$ cat src/verilog/mem_subsys_config.svh
/*
 * Memory subsystem configuration
 * Address and data widths and the fixed AXI protection value
 */

`ifndef MEM_SUBSYS_CONFIG_SVH
`define MEM_SUBSYS_CONFIG_SVH

// Byte address and data word widths
`define MEM_ADDR_WIDTH 32
`define MEM_DATA_WIDTH 32
`define MEM_STRB_WIDTH (`MEM_DATA_WIDTH / 8)

// Data access, unprivileged, secure
`define MEM_AXI_PROT_DEFAULT 3'b000

`endif

$ cat src/verilog/axi_lite_pkg.sv
/*
 * AXI4-Lite types
 * Response codes, protection field and channel payloads
 */

`include "mem_subsys_config.svh"

package axi_lite_pkg;

  typedef enum logic [1:0] {
    OKAY   = 2'b00,
    EXOKAY = 2'b01,
    SLVERR = 2'b10,
    DECERR = 2'b11
  } axi_resp_e;

  typedef logic [2:0] axi_prot_t;

  typedef struct packed {
    logic [`MEM_DATA_WIDTH-1:0] data;
    axi_resp_e                  resp;
  } axi_r_chan_t;

  typedef struct packed {
    logic [`MEM_DATA_WIDTH-1:0] data;
    logic [`MEM_STRB_WIDTH-1:0] strb;
  } axi_w_chan_t;

endpackage

$ cat src/verilog/mem_req_pkg.sv
/*
 * Requester-side types of the memory subsystem
 * Read source, payload types and the engine state encoding
 */

`include "mem_subsys_config.svh"

package mem_req_pkg;

  typedef enum logic {
    SRC_FETCH = 1'b0,
    SRC_LOAD  = 1'b1
  } mem_src_e;

  typedef logic [`MEM_ADDR_WIDTH-1:0] mem_addr_t;
  typedef logic [`MEM_DATA_WIDTH-1:0] mem_data_t;
  typedef logic [`MEM_STRB_WIDTH-1:0] mem_strb_t;

  // Shared by the read and write engines
  typedef enum logic [1:0] {
    ENG_IDLE      = 2'd0,
    ENG_ADDR      = 2'd1,
    ENG_WAIT_RESP = 2'd2
  } eng_state_e;

  typedef struct packed {
    mem_addr_t addr;
    mem_src_e  src;
  } mem_req_t;

endpackage

$ cat src/verilog/mem_req_if.sv
/*
 * Read request/response link
 * Carries merged fetch and load reads from the arbiter to the read engine
 */

`timescale 1ns/1ps

interface mem_req_if import mem_req_pkg::*; ();

  // Request transfers when valid and ready are both high
  logic      req_valid;
  logic      req_ready;
  mem_addr_t req_addr;
  mem_src_e  req_src;

  // One-cycle response pulse without back-pressure
  logic      rsp_valid;
  mem_data_t rsp_data;
  logic      rsp_err;
  mem_src_e  rsp_src;

  modport requester (
    output req_valid,
    output req_addr,
    output req_src,
    input  req_ready,
    input  rsp_valid,
    input  rsp_data,
    input  rsp_err,
    input  rsp_src
  );

  modport responder (
    input  req_valid,
    input  req_addr,
    input  req_src,
    output req_ready,
    output rsp_valid,
    output rsp_data,
    output rsp_err,
    output rsp_src
  );

endinterface

$ cat src/verilog/axi_lite_read_engine.sv
/*
 * AXI4-Lite read engine
 * One outstanding read, AR then R, result returned as a one-cycle pulse
 */

`timescale 1ns/1ps

module axi_lite_read_engine import mem_req_pkg::*, axi_lite_pkg::*; (
  input  logic      clk_i,
  input  logic      rst_ni,
  mem_req_if.responder req,
  output mem_addr_t m_axi_araddr_o,
  output logic      m_axi_arvalid_o,
  input  logic      m_axi_arready_i,
  input  mem_data_t m_axi_rdata_i,
  input  axi_resp_e m_axi_rresp_i,
  input  logic      m_axi_rvalid_i,
  output logic      m_axi_rready_o
);

  eng_state_e  state_q;
  eng_state_e  state_d;
  logic        rsp_valid_q;
  mem_req_t    req_q;
  axi_r_chan_t r_q;
  logic        req_hs;
  logic        ar_hs;
  logic        r_hs;

  assign req_hs = req.req_valid && req.req_ready;
  assign ar_hs  = m_axi_arvalid_o && m_axi_arready_i;
  assign r_hs   = m_axi_rvalid_i && m_axi_rready_o;

  always_comb begin
    state_d = state_q;
    case (state_q)
      ENG_IDLE: begin
        if (req_hs) begin
          state_d = ENG_ADDR;
        end
      end
      ENG_ADDR: begin
        if (ar_hs) begin
          state_d = ENG_WAIT_RESP;
        end
      end
      ENG_WAIT_RESP: begin
        if (r_hs) begin
          state_d = ENG_IDLE;
        end
      end
      default: state_d = ENG_IDLE;
    endcase
  end

  always_ff @(posedge clk_i or negedge rst_ni) begin
    if (!rst_ni) begin
      state_q     <= ENG_IDLE;
      rsp_valid_q <= 1'b0;
    end else begin
      state_q     <= state_d;
      rsp_valid_q <= r_hs;
    end
  end

  // Request and read data payload
  always_ff @(posedge clk_i) begin
    if (req_hs) begin
      req_q <= '{addr: req.req_addr, src: req.req_src};
    end
    if (r_hs) begin
      r_q <= '{data: m_axi_rdata_i, resp: m_axi_rresp_i};
    end
  end

  assign req.req_ready   = (state_q == ENG_IDLE);
  assign m_axi_araddr_o  = req_q.addr;
  assign m_axi_arvalid_o = (state_q == ENG_ADDR);
  assign m_axi_rready_o  = (state_q == ENG_WAIT_RESP);

  assign req.rsp_valid = rsp_valid_q;
  assign req.rsp_data  = r_q.data;
  assign req.rsp_err   = (r_q.resp != OKAY);
  assign req.rsp_src   = req_q.src;

  a_arvalid_hold : assert property (
    @(posedge clk_i) disable iff (!rst_ni)
    m_axi_arvalid_o && !m_axi_arready_i |=> m_axi_arvalid_o && $stable(m_axi_araddr_o)
  );

endmodule

$ cat src/verilog/axi_lite_write_engine.sv
/*
 * AXI4-Lite write engine
 * One outstanding store, AW and W issued independently, then B.
 * Also acknowledges flushes and reports write-path emptiness
 */

`timescale 1ns/1ps

module axi_lite_write_engine import mem_req_pkg::*, axi_lite_pkg::*; (
  input  logic      clk_i,
  input  logic      rst_ni,
  input  logic      store_req_valid_i,
  output logic      store_req_ready_o,
  input  mem_addr_t store_addr_i,
  input  mem_data_t store_wdata_i,
  input  mem_strb_t store_wstrb_i,
  output logic      store_rsp_valid_o,
  output logic      store_rsp_err_o,
  input  logic      flush_i,
  output logic      flush_ack_o,
  output logic      wbuf_empty_o,
  output logic      write_busy_o,
  output mem_addr_t m_axi_awaddr_o,
  output logic      m_axi_awvalid_o,
  input  logic      m_axi_awready_i,
  output mem_data_t m_axi_wdata_o,
  output mem_strb_t m_axi_wstrb_o,
  output logic      m_axi_wvalid_o,
  input  logic      m_axi_wready_i,
  input  axi_resp_e m_axi_bresp_i,
  input  logic      m_axi_bvalid_i,
  output logic      m_axi_bready_o
);

  eng_state_e  state_q;
  eng_state_e  state_d;
  logic        aw_sent_q;
  logic        w_sent_q;
  logic        rsp_valid_q;
  logic        rsp_err_q;
  logic        flush_ack_q;
  mem_addr_t   aw_addr_q;
  axi_w_chan_t w_q;
  logic        store_hs;
  logic        aw_hs;
  logic        w_hs;
  logic        b_hs;
  logic        engine_idle;

  assign store_hs = store_req_valid_i && store_req_ready_o;
  assign aw_hs    = m_axi_awvalid_o && m_axi_awready_i;
  assign w_hs     = m_axi_wvalid_o && m_axi_wready_i;
  assign b_hs     = m_axi_bvalid_i && m_axi_bready_o;

  // Idle and not taking a new store this cycle
  assign engine_idle = (state_q == ENG_IDLE) && !store_hs;

  always_comb begin
    state_d = state_q;
    case (state_q)
      ENG_IDLE: begin
        if (store_hs) begin
          state_d = ENG_ADDR;
        end
      end
      ENG_ADDR: begin
        if ((aw_sent_q || aw_hs) && (w_sent_q || w_hs)) begin
          state_d = ENG_WAIT_RESP;
        end
      end
      ENG_WAIT_RESP: begin
        if (b_hs) begin
          state_d = ENG_IDLE;
        end
      end
      default: state_d = ENG_IDLE;
    endcase
  end

  always_ff @(posedge clk_i or negedge rst_ni) begin
    if (!rst_ni) begin
      state_q     <= ENG_IDLE;
      aw_sent_q   <= 1'b0;
      w_sent_q    <= 1'b0;
      rsp_valid_q <= 1'b0;
      rsp_err_q   <= 1'b0;
      flush_ack_q <= 1'b0;
    end else begin
      state_q     <= state_d;
      aw_sent_q   <= !store_hs && (aw_sent_q || aw_hs);
      w_sent_q    <= !store_hs && (w_sent_q || w_hs);
      rsp_valid_q <= b_hs;
      rsp_err_q   <= b_hs && (m_axi_bresp_i != OKAY);
      flush_ack_q <= flush_i && engine_idle && !flush_ack_q;
    end
  end

  always_ff @(posedge clk_i) begin
    if (store_hs) begin
      aw_addr_q <= store_addr_i;
      w_q       <= '{data: store_wdata_i, strb: store_wstrb_i};
    end
  end

  assign store_req_ready_o = (state_q == ENG_IDLE);
  assign store_rsp_valid_o = rsp_valid_q;
  assign store_rsp_err_o   = rsp_err_q;
  assign flush_ack_o       = flush_ack_q;
  assign wbuf_empty_o      = (state_q == ENG_IDLE);
  assign write_busy_o      = (state_q != ENG_IDLE) || store_hs;

  ////////////////////////////////////////////////////////////
  // AXI write channels
  ////////////////////////////////////////////////////////////
  assign m_axi_awaddr_o  = aw_addr_q;
  assign m_axi_awvalid_o = (state_q == ENG_ADDR) && !aw_sent_q;
  assign m_axi_wdata_o   = w_q.data;
  assign m_axi_wstrb_o   = w_q.strb;
  assign m_axi_wvalid_o  = (state_q == ENG_ADDR) && !w_sent_q;
  assign m_axi_bready_o  = (state_q == ENG_WAIT_RESP);

  a_awvalid_hold : assert property (
    @(posedge clk_i) disable iff (!rst_ni)
    m_axi_awvalid_o && !m_axi_awready_i |=> m_axi_awvalid_o
  );

  a_wvalid_hold : assert property (
    @(posedge clk_i) disable iff (!rst_ni)
    m_axi_wvalid_o && !m_axi_wready_i |=> m_axi_wvalid_o
  );

  a_flush_ack_pulse : assert property (
    @(posedge clk_i) disable iff (!rst_ni)
    flush_ack_o |-> wbuf_empty_o ##1 !flush_ack_o
  );

endmodule

$ cat src/verilog/mem_subsystem_top.sv
/*
 * Memory subsystem top level
 * Fetch, load and store ports merged onto one AXI4-Lite master
 */

`timescale 1ns/1ps

`include "mem_subsys_config.svh"

module mem_subsystem_top import mem_req_pkg::*, axi_lite_pkg::*; (
  input  logic      clk_i,
  input  logic      rst_ni,
  // Fetch port
  input  logic      fetch_req_valid_i,
  output logic      fetch_req_ready_o,
  input  mem_addr_t fetch_addr_i,
  output logic      fetch_rsp_valid_o,
  output mem_data_t fetch_rsp_data_o,
  output logic      fetch_rsp_err_o,
  // Load port
  input  logic      load_req_valid_i,
  output logic      load_req_ready_o,
  input  mem_addr_t load_addr_i,
  output logic      load_rsp_valid_o,
  output mem_data_t load_rsp_data_o,
  output logic      load_rsp_err_o,
  // Store port
  input  logic      store_req_valid_i,
  output logic      store_req_ready_o,
  input  mem_addr_t store_addr_i,
  input  mem_data_t store_wdata_i,
  input  mem_strb_t store_wstrb_i,
  output logic      store_rsp_valid_o,
  output logic      store_rsp_err_o,
  // Flush and status
  input  logic      flush_i,
  output logic      flush_ack_o,
  output logic      wbuf_empty_o,
  // AXI4-Lite read
  output mem_addr_t m_axi_araddr_o,
  output axi_prot_t m_axi_arprot_o,
  output logic      m_axi_arvalid_o,
  input  logic      m_axi_arready_i,
  input  mem_data_t m_axi_rdata_i,
  input  axi_resp_e m_axi_rresp_i,
  input  logic      m_axi_rvalid_i,
  output logic      m_axi_rready_o,
  // AXI4-Lite write
  output mem_addr_t m_axi_awaddr_o,
  output axi_prot_t m_axi_awprot_o,
  output logic      m_axi_awvalid_o,
  input  logic      m_axi_awready_i,
  output mem_data_t m_axi_wdata_o,
  output mem_strb_t m_axi_wstrb_o,
  output logic      m_axi_wvalid_o,
  input  logic      m_axi_wready_i,
  input  axi_resp_e m_axi_bresp_i,
  input  logic      m_axi_bvalid_i,
  output logic      m_axi_bready_o
);

  logic write_busy;

  mem_req_if i_rd_if ();

  assign m_axi_arprot_o = axi_prot_t'(`MEM_AXI_PROT_DEFAULT);
  assign m_axi_awprot_o = axi_prot_t'(`MEM_AXI_PROT_DEFAULT);

  read_arbiter i_read_arbiter (
    .clk_i             (clk_i),
    .rst_ni            (rst_ni),
    .fetch_req_valid_i (fetch_req_valid_i),
    .fetch_req_ready_o (fetch_req_ready_o),
    .fetch_addr_i      (fetch_addr_i),
    .fetch_rsp_valid_o (fetch_rsp_valid_o),
    .fetch_rsp_data_o  (fetch_rsp_data_o),
    .fetch_rsp_err_o   (fetch_rsp_err_o),
    .load_req_valid_i  (load_req_valid_i),
    .load_req_ready_o  (load_req_ready_o),
    .load_addr_i       (load_addr_i),
    .load_rsp_valid_o  (load_rsp_valid_o),
    .load_rsp_data_o   (load_rsp_data_o),
    .load_rsp_err_o    (load_rsp_err_o),
    .write_busy_i      (write_busy),
    .mem               (i_rd_if.requester)
  );

  axi_lite_read_engine i_read_engine (
    .clk_i           (clk_i),
    .rst_ni          (rst_ni),
    .req             (i_rd_if.responder),
    .m_axi_araddr_o  (m_axi_araddr_o),
    .m_axi_arvalid_o (m_axi_arvalid_o),
    .m_axi_arready_i (m_axi_arready_i),
    .m_axi_rdata_i   (m_axi_rdata_i),
    .m_axi_rresp_i   (m_axi_rresp_i),
    .m_axi_rvalid_i  (m_axi_rvalid_i),
    .m_axi_rready_o  (m_axi_rready_o)
  );

  axi_lite_write_engine i_write_engine (
    .clk_i             (clk_i),
    .rst_ni            (rst_ni),
    .store_req_valid_i (store_req_valid_i),
    .store_req_ready_o (store_req_ready_o),
    .store_addr_i      (store_addr_i),
    .store_wdata_i     (store_wdata_i),
    .store_wstrb_i     (store_wstrb_i),
    .store_rsp_valid_o (store_rsp_valid_o),
    .store_rsp_err_o   (store_rsp_err_o),
    .flush_i           (flush_i),
    .flush_ack_o       (flush_ack_o),
    .wbuf_empty_o      (wbuf_empty_o),
    .write_busy_o      (write_busy),
    .m_axi_awaddr_o    (m_axi_awaddr_o),
    .m_axi_awvalid_o   (m_axi_awvalid_o),
    .m_axi_awready_i   (m_axi_awready_i),
    .m_axi_wdata_o     (m_axi_wdata_o),
    .m_axi_wstrb_o     (m_axi_wstrb_o),
    .m_axi_wvalid_o    (m_axi_wvalid_o),
    .m_axi_wready_i    (m_axi_wready_i),
    .m_axi_bresp_i     (m_axi_bresp_i),
    .m_axi_bvalid_i    (m_axi_bvalid_i),
    .m_axi_bready_o    (m_axi_bready_o)
  );

endmodule

$ cat src/verilog/read_arbiter.sv
/*
 * Fixed-priority read arbiter
 * Fetch wins over load, loads wait while a store is in flight,
 * responses are steered back by source
 */

`timescale 1ns/1ps

module read_arbiter import mem_req_pkg::*; (
  input  logic      clk_i,
  input  logic      rst_ni,
  input  logic      fetch_req_valid_i,
  output logic      fetch_req_ready_o,
  input  mem_addr_t fetch_addr_i,
  output logic      fetch_rsp_valid_o,
  output mem_data_t fetch_rsp_data_o,
  output logic      fetch_rsp_err_o,
  input  logic      load_req_valid_i,
  output logic      load_req_ready_o,
  input  mem_addr_t load_addr_i,
  output logic      load_rsp_valid_o,
  output mem_data_t load_rsp_data_o,
  output logic      load_rsp_err_o,
  input  logic      write_busy_i,
  mem_req_if.requester mem
);

  logic     lock_q;
  mem_src_e lock_src_q;
  logic     sel_valid;
  mem_src_e sel_src;

  // Grant stays on the pending source until the engine takes it
  always_comb begin
    sel_valid = 1'b0;
    sel_src   = SRC_FETCH;
    if (lock_q) begin
      sel_valid = 1'b1;
      sel_src   = lock_src_q;
    end else if (fetch_req_valid_i) begin
      sel_valid = 1'b1;
      sel_src   = SRC_FETCH;
    end else if (load_req_valid_i && !write_busy_i) begin
      sel_valid = 1'b1;
      sel_src   = SRC_LOAD;
    end
  end

  always_ff @(posedge clk_i or negedge rst_ni) begin
    if (!rst_ni) begin
      lock_q     <= 1'b0;
      lock_src_q <= SRC_FETCH;
    end else begin
      lock_q     <= sel_valid && !mem.req_ready;
      lock_src_q <= sel_src;
    end
  end

  assign mem.req_valid = sel_valid;
  assign mem.req_src   = sel_src;
  assign mem.req_addr  = (sel_src == SRC_LOAD) ? load_addr_i : fetch_addr_i;

  assign fetch_req_ready_o = sel_valid && mem.req_ready && (sel_src == SRC_FETCH);
  assign load_req_ready_o  = sel_valid && mem.req_ready && (sel_src == SRC_LOAD);

  ////////////////////////////////////////////////////////////
  // Response steering
  ////////////////////////////////////////////////////////////
  assign fetch_rsp_valid_o = mem.rsp_valid && (mem.rsp_src == SRC_FETCH);
  assign fetch_rsp_data_o  = mem.rsp_data;
  assign fetch_rsp_err_o   = mem.rsp_err;
  assign load_rsp_valid_o  = mem.rsp_valid && (mem.rsp_src == SRC_LOAD);
  assign load_rsp_data_o   = mem.rsp_data;
  assign load_rsp_err_o    = mem.rsp_err;

  a_grant_stable : assert property (
    @(posedge clk_i) disable iff (!rst_ni)
    mem.req_valid && !mem.req_ready |=> mem.req_valid && $stable(mem.req_src)
  );

endmodule
$ cat config.mk
export PLATFORM = sky130hd
export DESIGN_NAME = mem_subsystem_top
export DESIGN_NICKNAME = d
export VERILOG_FILES = /design/src/verilog/axi_lite_pkg.sv /design/src/verilog/mem_req_pkg.sv /design/src/verilog/mem_req_if.sv /design/src/verilog/axi_lite_read_engine.sv /design/src/verilog/axi_lite_write_engine.sv /design/src/verilog/mem_subsystem_top.sv /design/src/verilog/read_arbiter.sv
export VERILOG_INCLUDE_DIRS = /design/src /design/src/verilog
export SDC_FILE = /design/constraint.sdc
export NUM_CORES = 1
export LEC_CHECK = 0
export ABC_AREA = 1
export BUFFER_PORTS_ARGS = -buffer_cell sky130_fd_sc_hd__buf_2
export CORE_AREA = 2 2 143 145
export CTS_CLUSTER_SIZE = 10
export DETAILED_ROUTE_END_ITERATION = 12
export DIE_AREA = 0 0 145 147
export HOLD_SLACK_MARGIN = 0.06
export PLACE_DENSITY = 0.69
export SLEW_MARGIN = 20
export SYNTH_ARGS = -nofsm -noshare
export SYNTH_HDL_FRONTEND = slang
export SYNTH_HIERARCHICAL = 1
export SYNTH_SLANG_ARGS = --single-unit
$ cat constraint.sdc
create_clock -name clk_i -period 2.9 [get_ports clk_i]
set_input_delay 0 -clock clk_i [delete_from_list [all_inputs] [get_ports clk_i]]
set_output_delay 0 -clock clk_i [all_outputs]
set_load 0.02 [all_outputs]
==> impl_metrics.env <==
export IMPL_status="complete, no violations"
export IMPL_route_detailed_drc=0
export IMPL_die_x_um=145
export IMPL_hold_path_class="input port to flip-flop"
export IMPL_cts_buffers=17
export IMPL_synth_flop_cell="edfxtp_1"
export IMPL_p_leak_nw=4.431
export IMPL_netlist_area_um2=5907
export IMPL_cts_max_level=4
export IMPL_die_area_um2=21320
export IMPL_layout_min_cycle_time_ns=2.668
export IMPL_synth_top_area_share_pct=68.63
export IMPL_cts_tree="yes"
export IMPL_rsz0062_at_grt="no"
export IMPL_io_pins=365
export IMPL_synth_seq_area_share_pct=73.71
export IMPL_hold_viol_final=0
export IMPL_postSynthAreaPerCell_um2=13.90
export IMPL_yosysTopAreaCell="edfxtp_1"
export IMPL_synth_commonest_cells="edfxtp_1, buf_4, nand2_1, nand3_1, inv_1"
export IMPL_worst_pin_slew_ns=0.9391
export IMPL_post_cts_buffers=0
export IMPL_max_slew_margin_pct=37.24
export IMPL_synth_cell_types=17
export IMPL_worstPathRequired_ns=3.18
export IMPL_initial_utilization_pct=29.77
export IMPL_synthMostInstantiatedCell="edfxtp_1"
export IMPL_cts_resized=0
export IMPL_cts_root_buf="clkbuf_16"
export IMPL_crit_chain="nor2_2, nand2_2, nor2_1, nand2_2, nand2_4, nand2_1, nand2_1, dlygate4sd3_1"
export IMPL_grt_pass1_vias=5025
export IMPL_grtUsageTotal_pct=16.17
export IMPL_cellPowerDensity_nw_per_um2=791.6
export IMPL_fp_dieH_um=147
export IMPL_setup_viol=0
export IMPL_viasPerCell=4.105
export IMPL_path_delay_family="simple AND/OR/NAND/NOR gates"
export IMPL_gr_total_overflow=0
export IMPL_startpoint_type="flip-flop"
export IMPL_crit_fanout=35
export IMPL_ys_warn_count=6
export IMPL_drt_iter0_drc=202
export IMPL_dpl_cell_count=947
export IMPL_cp_slowest_stage_delay_ns=0.58
export IMPL_ir_drop_v=0.0004690
export IMPL_finalSetupTns_ns=0
export IMPL_slowest_stage="dlygate4sd3_1"
export IMPL_drv_slew=0
export IMPL_syn_to_final_growth_pct=64.31
export IMPL_yosys_top_cells_area="edfxtp_1, buf_4, nand2_1"
export IMPL_num_rows=52
export IMPL_via_count=4787
export IMPL_drt_total_wl_um=17500
export IMPL_post_route_period_util_pct=91.99
export IMPL_hpwlAfterDp_um=11560
export IMPL_synthCells=425
export IMPL_max_freq_ghz=0.3748
export IMPL_clock_sinks=147
export IMPL_gp_congestion=0.7659
export IMPL_crit_path_end_kind="flip-flop"
export IMPL_worstSetupPathType="flip-flop to flip-flop"
export IMPL_maxCapViolations=0
export IMPL_drtPass1Iterations=5
export IMPL_ys_seq_elements=147
export IMPL_synth_edf_count=135
export IMPL_wl_per_cell_um=15.01
export IMPL_clk_path_buf_depth=2
export IMPL_grt_pass1_wl_um=26360
export IMPL_core_area_um2=19840
export IMPL_worstSkewPairLatency_ns=0.43
export IMPL_grt_max_degree=69
export IMPL_final_cells=1166
export IMPL_async_flop_share_pct=8.163
export IMPL_postRouteAntennaNets=0
export IMPL_finalClockSkew_ns=0.01166
export IMPL_antenna_found_initial=4
export IMPL_drive_gt1_share_pct=45.13
export IMPL_critPathBufInv=1
export IMPL_io_buffers=358
export IMPL_worstPathArrival_ns=2.95
export IMPL_clkTransAtPathRegs_ns=0.07
export IMPL_nets=1059
==> cell usage in the layout (no fill, tap or decap), types with 4 or more instances in the layout <==
| cell type | instances |
|---|---|
| inv_1 | 20 |
| conb_1 | 6 |
| clkinv_8 | 6 |
| dfrtp_1 | 12 |
| edfxtp_1 | 135 |
| inv_8 | 4 |
| nand2_1 | 84 |
| nand3_1 | 38 |
| nor2_1 | 8 |
| clkbuf_16 | 17 |
| buf_2 | 358 |
| dlygate4sd3_1 | 184 |
==> final cells by class <==
| cell class | instances | area, um^2 |
|---|---|---|
| diodes | 3 | 7.507 |
| clock inverters | 15 | 185.2 |
| multi-input cells | 148 | 648.1 |
| flip-flops and latches | 147 | 4354 |
| repair buffers | 545 | 3669 |
| inverters | 21 | 78.83 |
| well taps | 270 | 337.8 |
| clock buffers | 17 | 425.4 |
| fillers | 1677 | 10140 |
==> layer usage <==
metal | up-vias | global-route usage (%) | part of all wire (%)
met5 | - | 0 | 0.074
met4 | 2 | 6.584 | 2.7
met3 | 33 | 6.398 | 9.5
met2 | 295 | 28.48 | 51
met1 | 2211 | 17.43 | 36
li1 | 2246 | - | -
==> state kept, by name, indices dropped and copies added, names as in the netlist <==
signal and count:
i_read_arbiter/lock_q 1, i_read_arbiter/lock_src_q 1, i_read_engine/m_axi_araddr_o 32, i_read_engine/r_q 2
i_read_engine/req.rsp_data 32, i_read_engine/req.rsp_src 1, i_read_engine/req.rsp_valid 1, i_read_engine/state_q 2
i_write_engine/aw_sent_q 1, i_write_engine/flush_ack_o 1, i_write_engine/m_axi_awaddr_o 32, i_write_engine/m_axi_wdata_o 32
i_write_engine/m_axi_wstrb_o 4, i_write_engine/state_q 2, i_write_engine/store_rsp_err_o 1, i_write_engine/store_rsp_valid_o 1
i_write_engine/w_sent_q 1
==> worst paths after layout <==
kind,slack [ns],depth (start not counted),startpoint,end
hold reg to reg,0.59,2,i_read_engine/state_q[0],i_read_engine/state_q[0]
min in group asynchronous,0.66,3,rst_ni,i_read_arbiter/lock_q
setup reg to reg,0.23,8,i_write_engine/state_q[0],i_read_engine/m_axi_araddr_o[6]
hold / removal,0.07,3,m_axi_rvalid_i,i_read_engine/req.rsp_valid
max in group asynchronous,1.84,3,rst_ni,i_write_engine/aw_sent_q
setup / recovery,0.23,8,i_write_engine/state_q[0],i_read_engine/m_axi_araddr_o[6]
==> worst register-to-register path, stage by stage, from the launching register on <==
cell	delay, ns
dfrtp_1	0.42
nor2_2	0.20
nand2_2	0.09
nor2_1	0.13
nand2_2	0.38
nand2_4	0.50
nand2_1	0.13
nand2_1	0.10
dlygate4sd3_1	0.58
==> per-stage QoR <==
step	cell area (um^2)	util [%]	setup WS (ns)	hold slack (ns)	power [mW]
after CTS	9698	48.87	0.2602	0.07238	7.742
final	9706	48.91	0.2322	0.06837	7.683
after global routing	9701	48.88	0.005853	0.1016	8.051
after global placement	7246	36.51	0.9538	-0.09753	5.154
after floorplan	5926	-	0.2748	-0.2956	4.572
after detailed placement	7246	36.51	0.8132	-0.09060	5.193
==> power by group <==
| part | switching (mW) | total [mW] | internal, mW |
|---|---|---|---|
| logic | 1.50 | 2.34 | 0.840 |
| clock network | 1.03 | 2.20 | 1.17 |
| registers | 0.180 | 3.15 | 2.97 |
==> cells by family after synthesis <==
family                 Yosys count  synth area share, %
DFF                            147                73.71
and+or+nand+nor                139                10.17
buffers and inverters          135                15.76
AOI/OAI and AO/OA                3               0.2966
other                            1              0.06348
==> what timing repair did <==
item	in CTS	in global routing
hold buffers	184	0
endpoints found under the setup margin	0	0
endpoints found under the hold margin	156	0
Note: power is estimated with default switching activity, not from simulation.
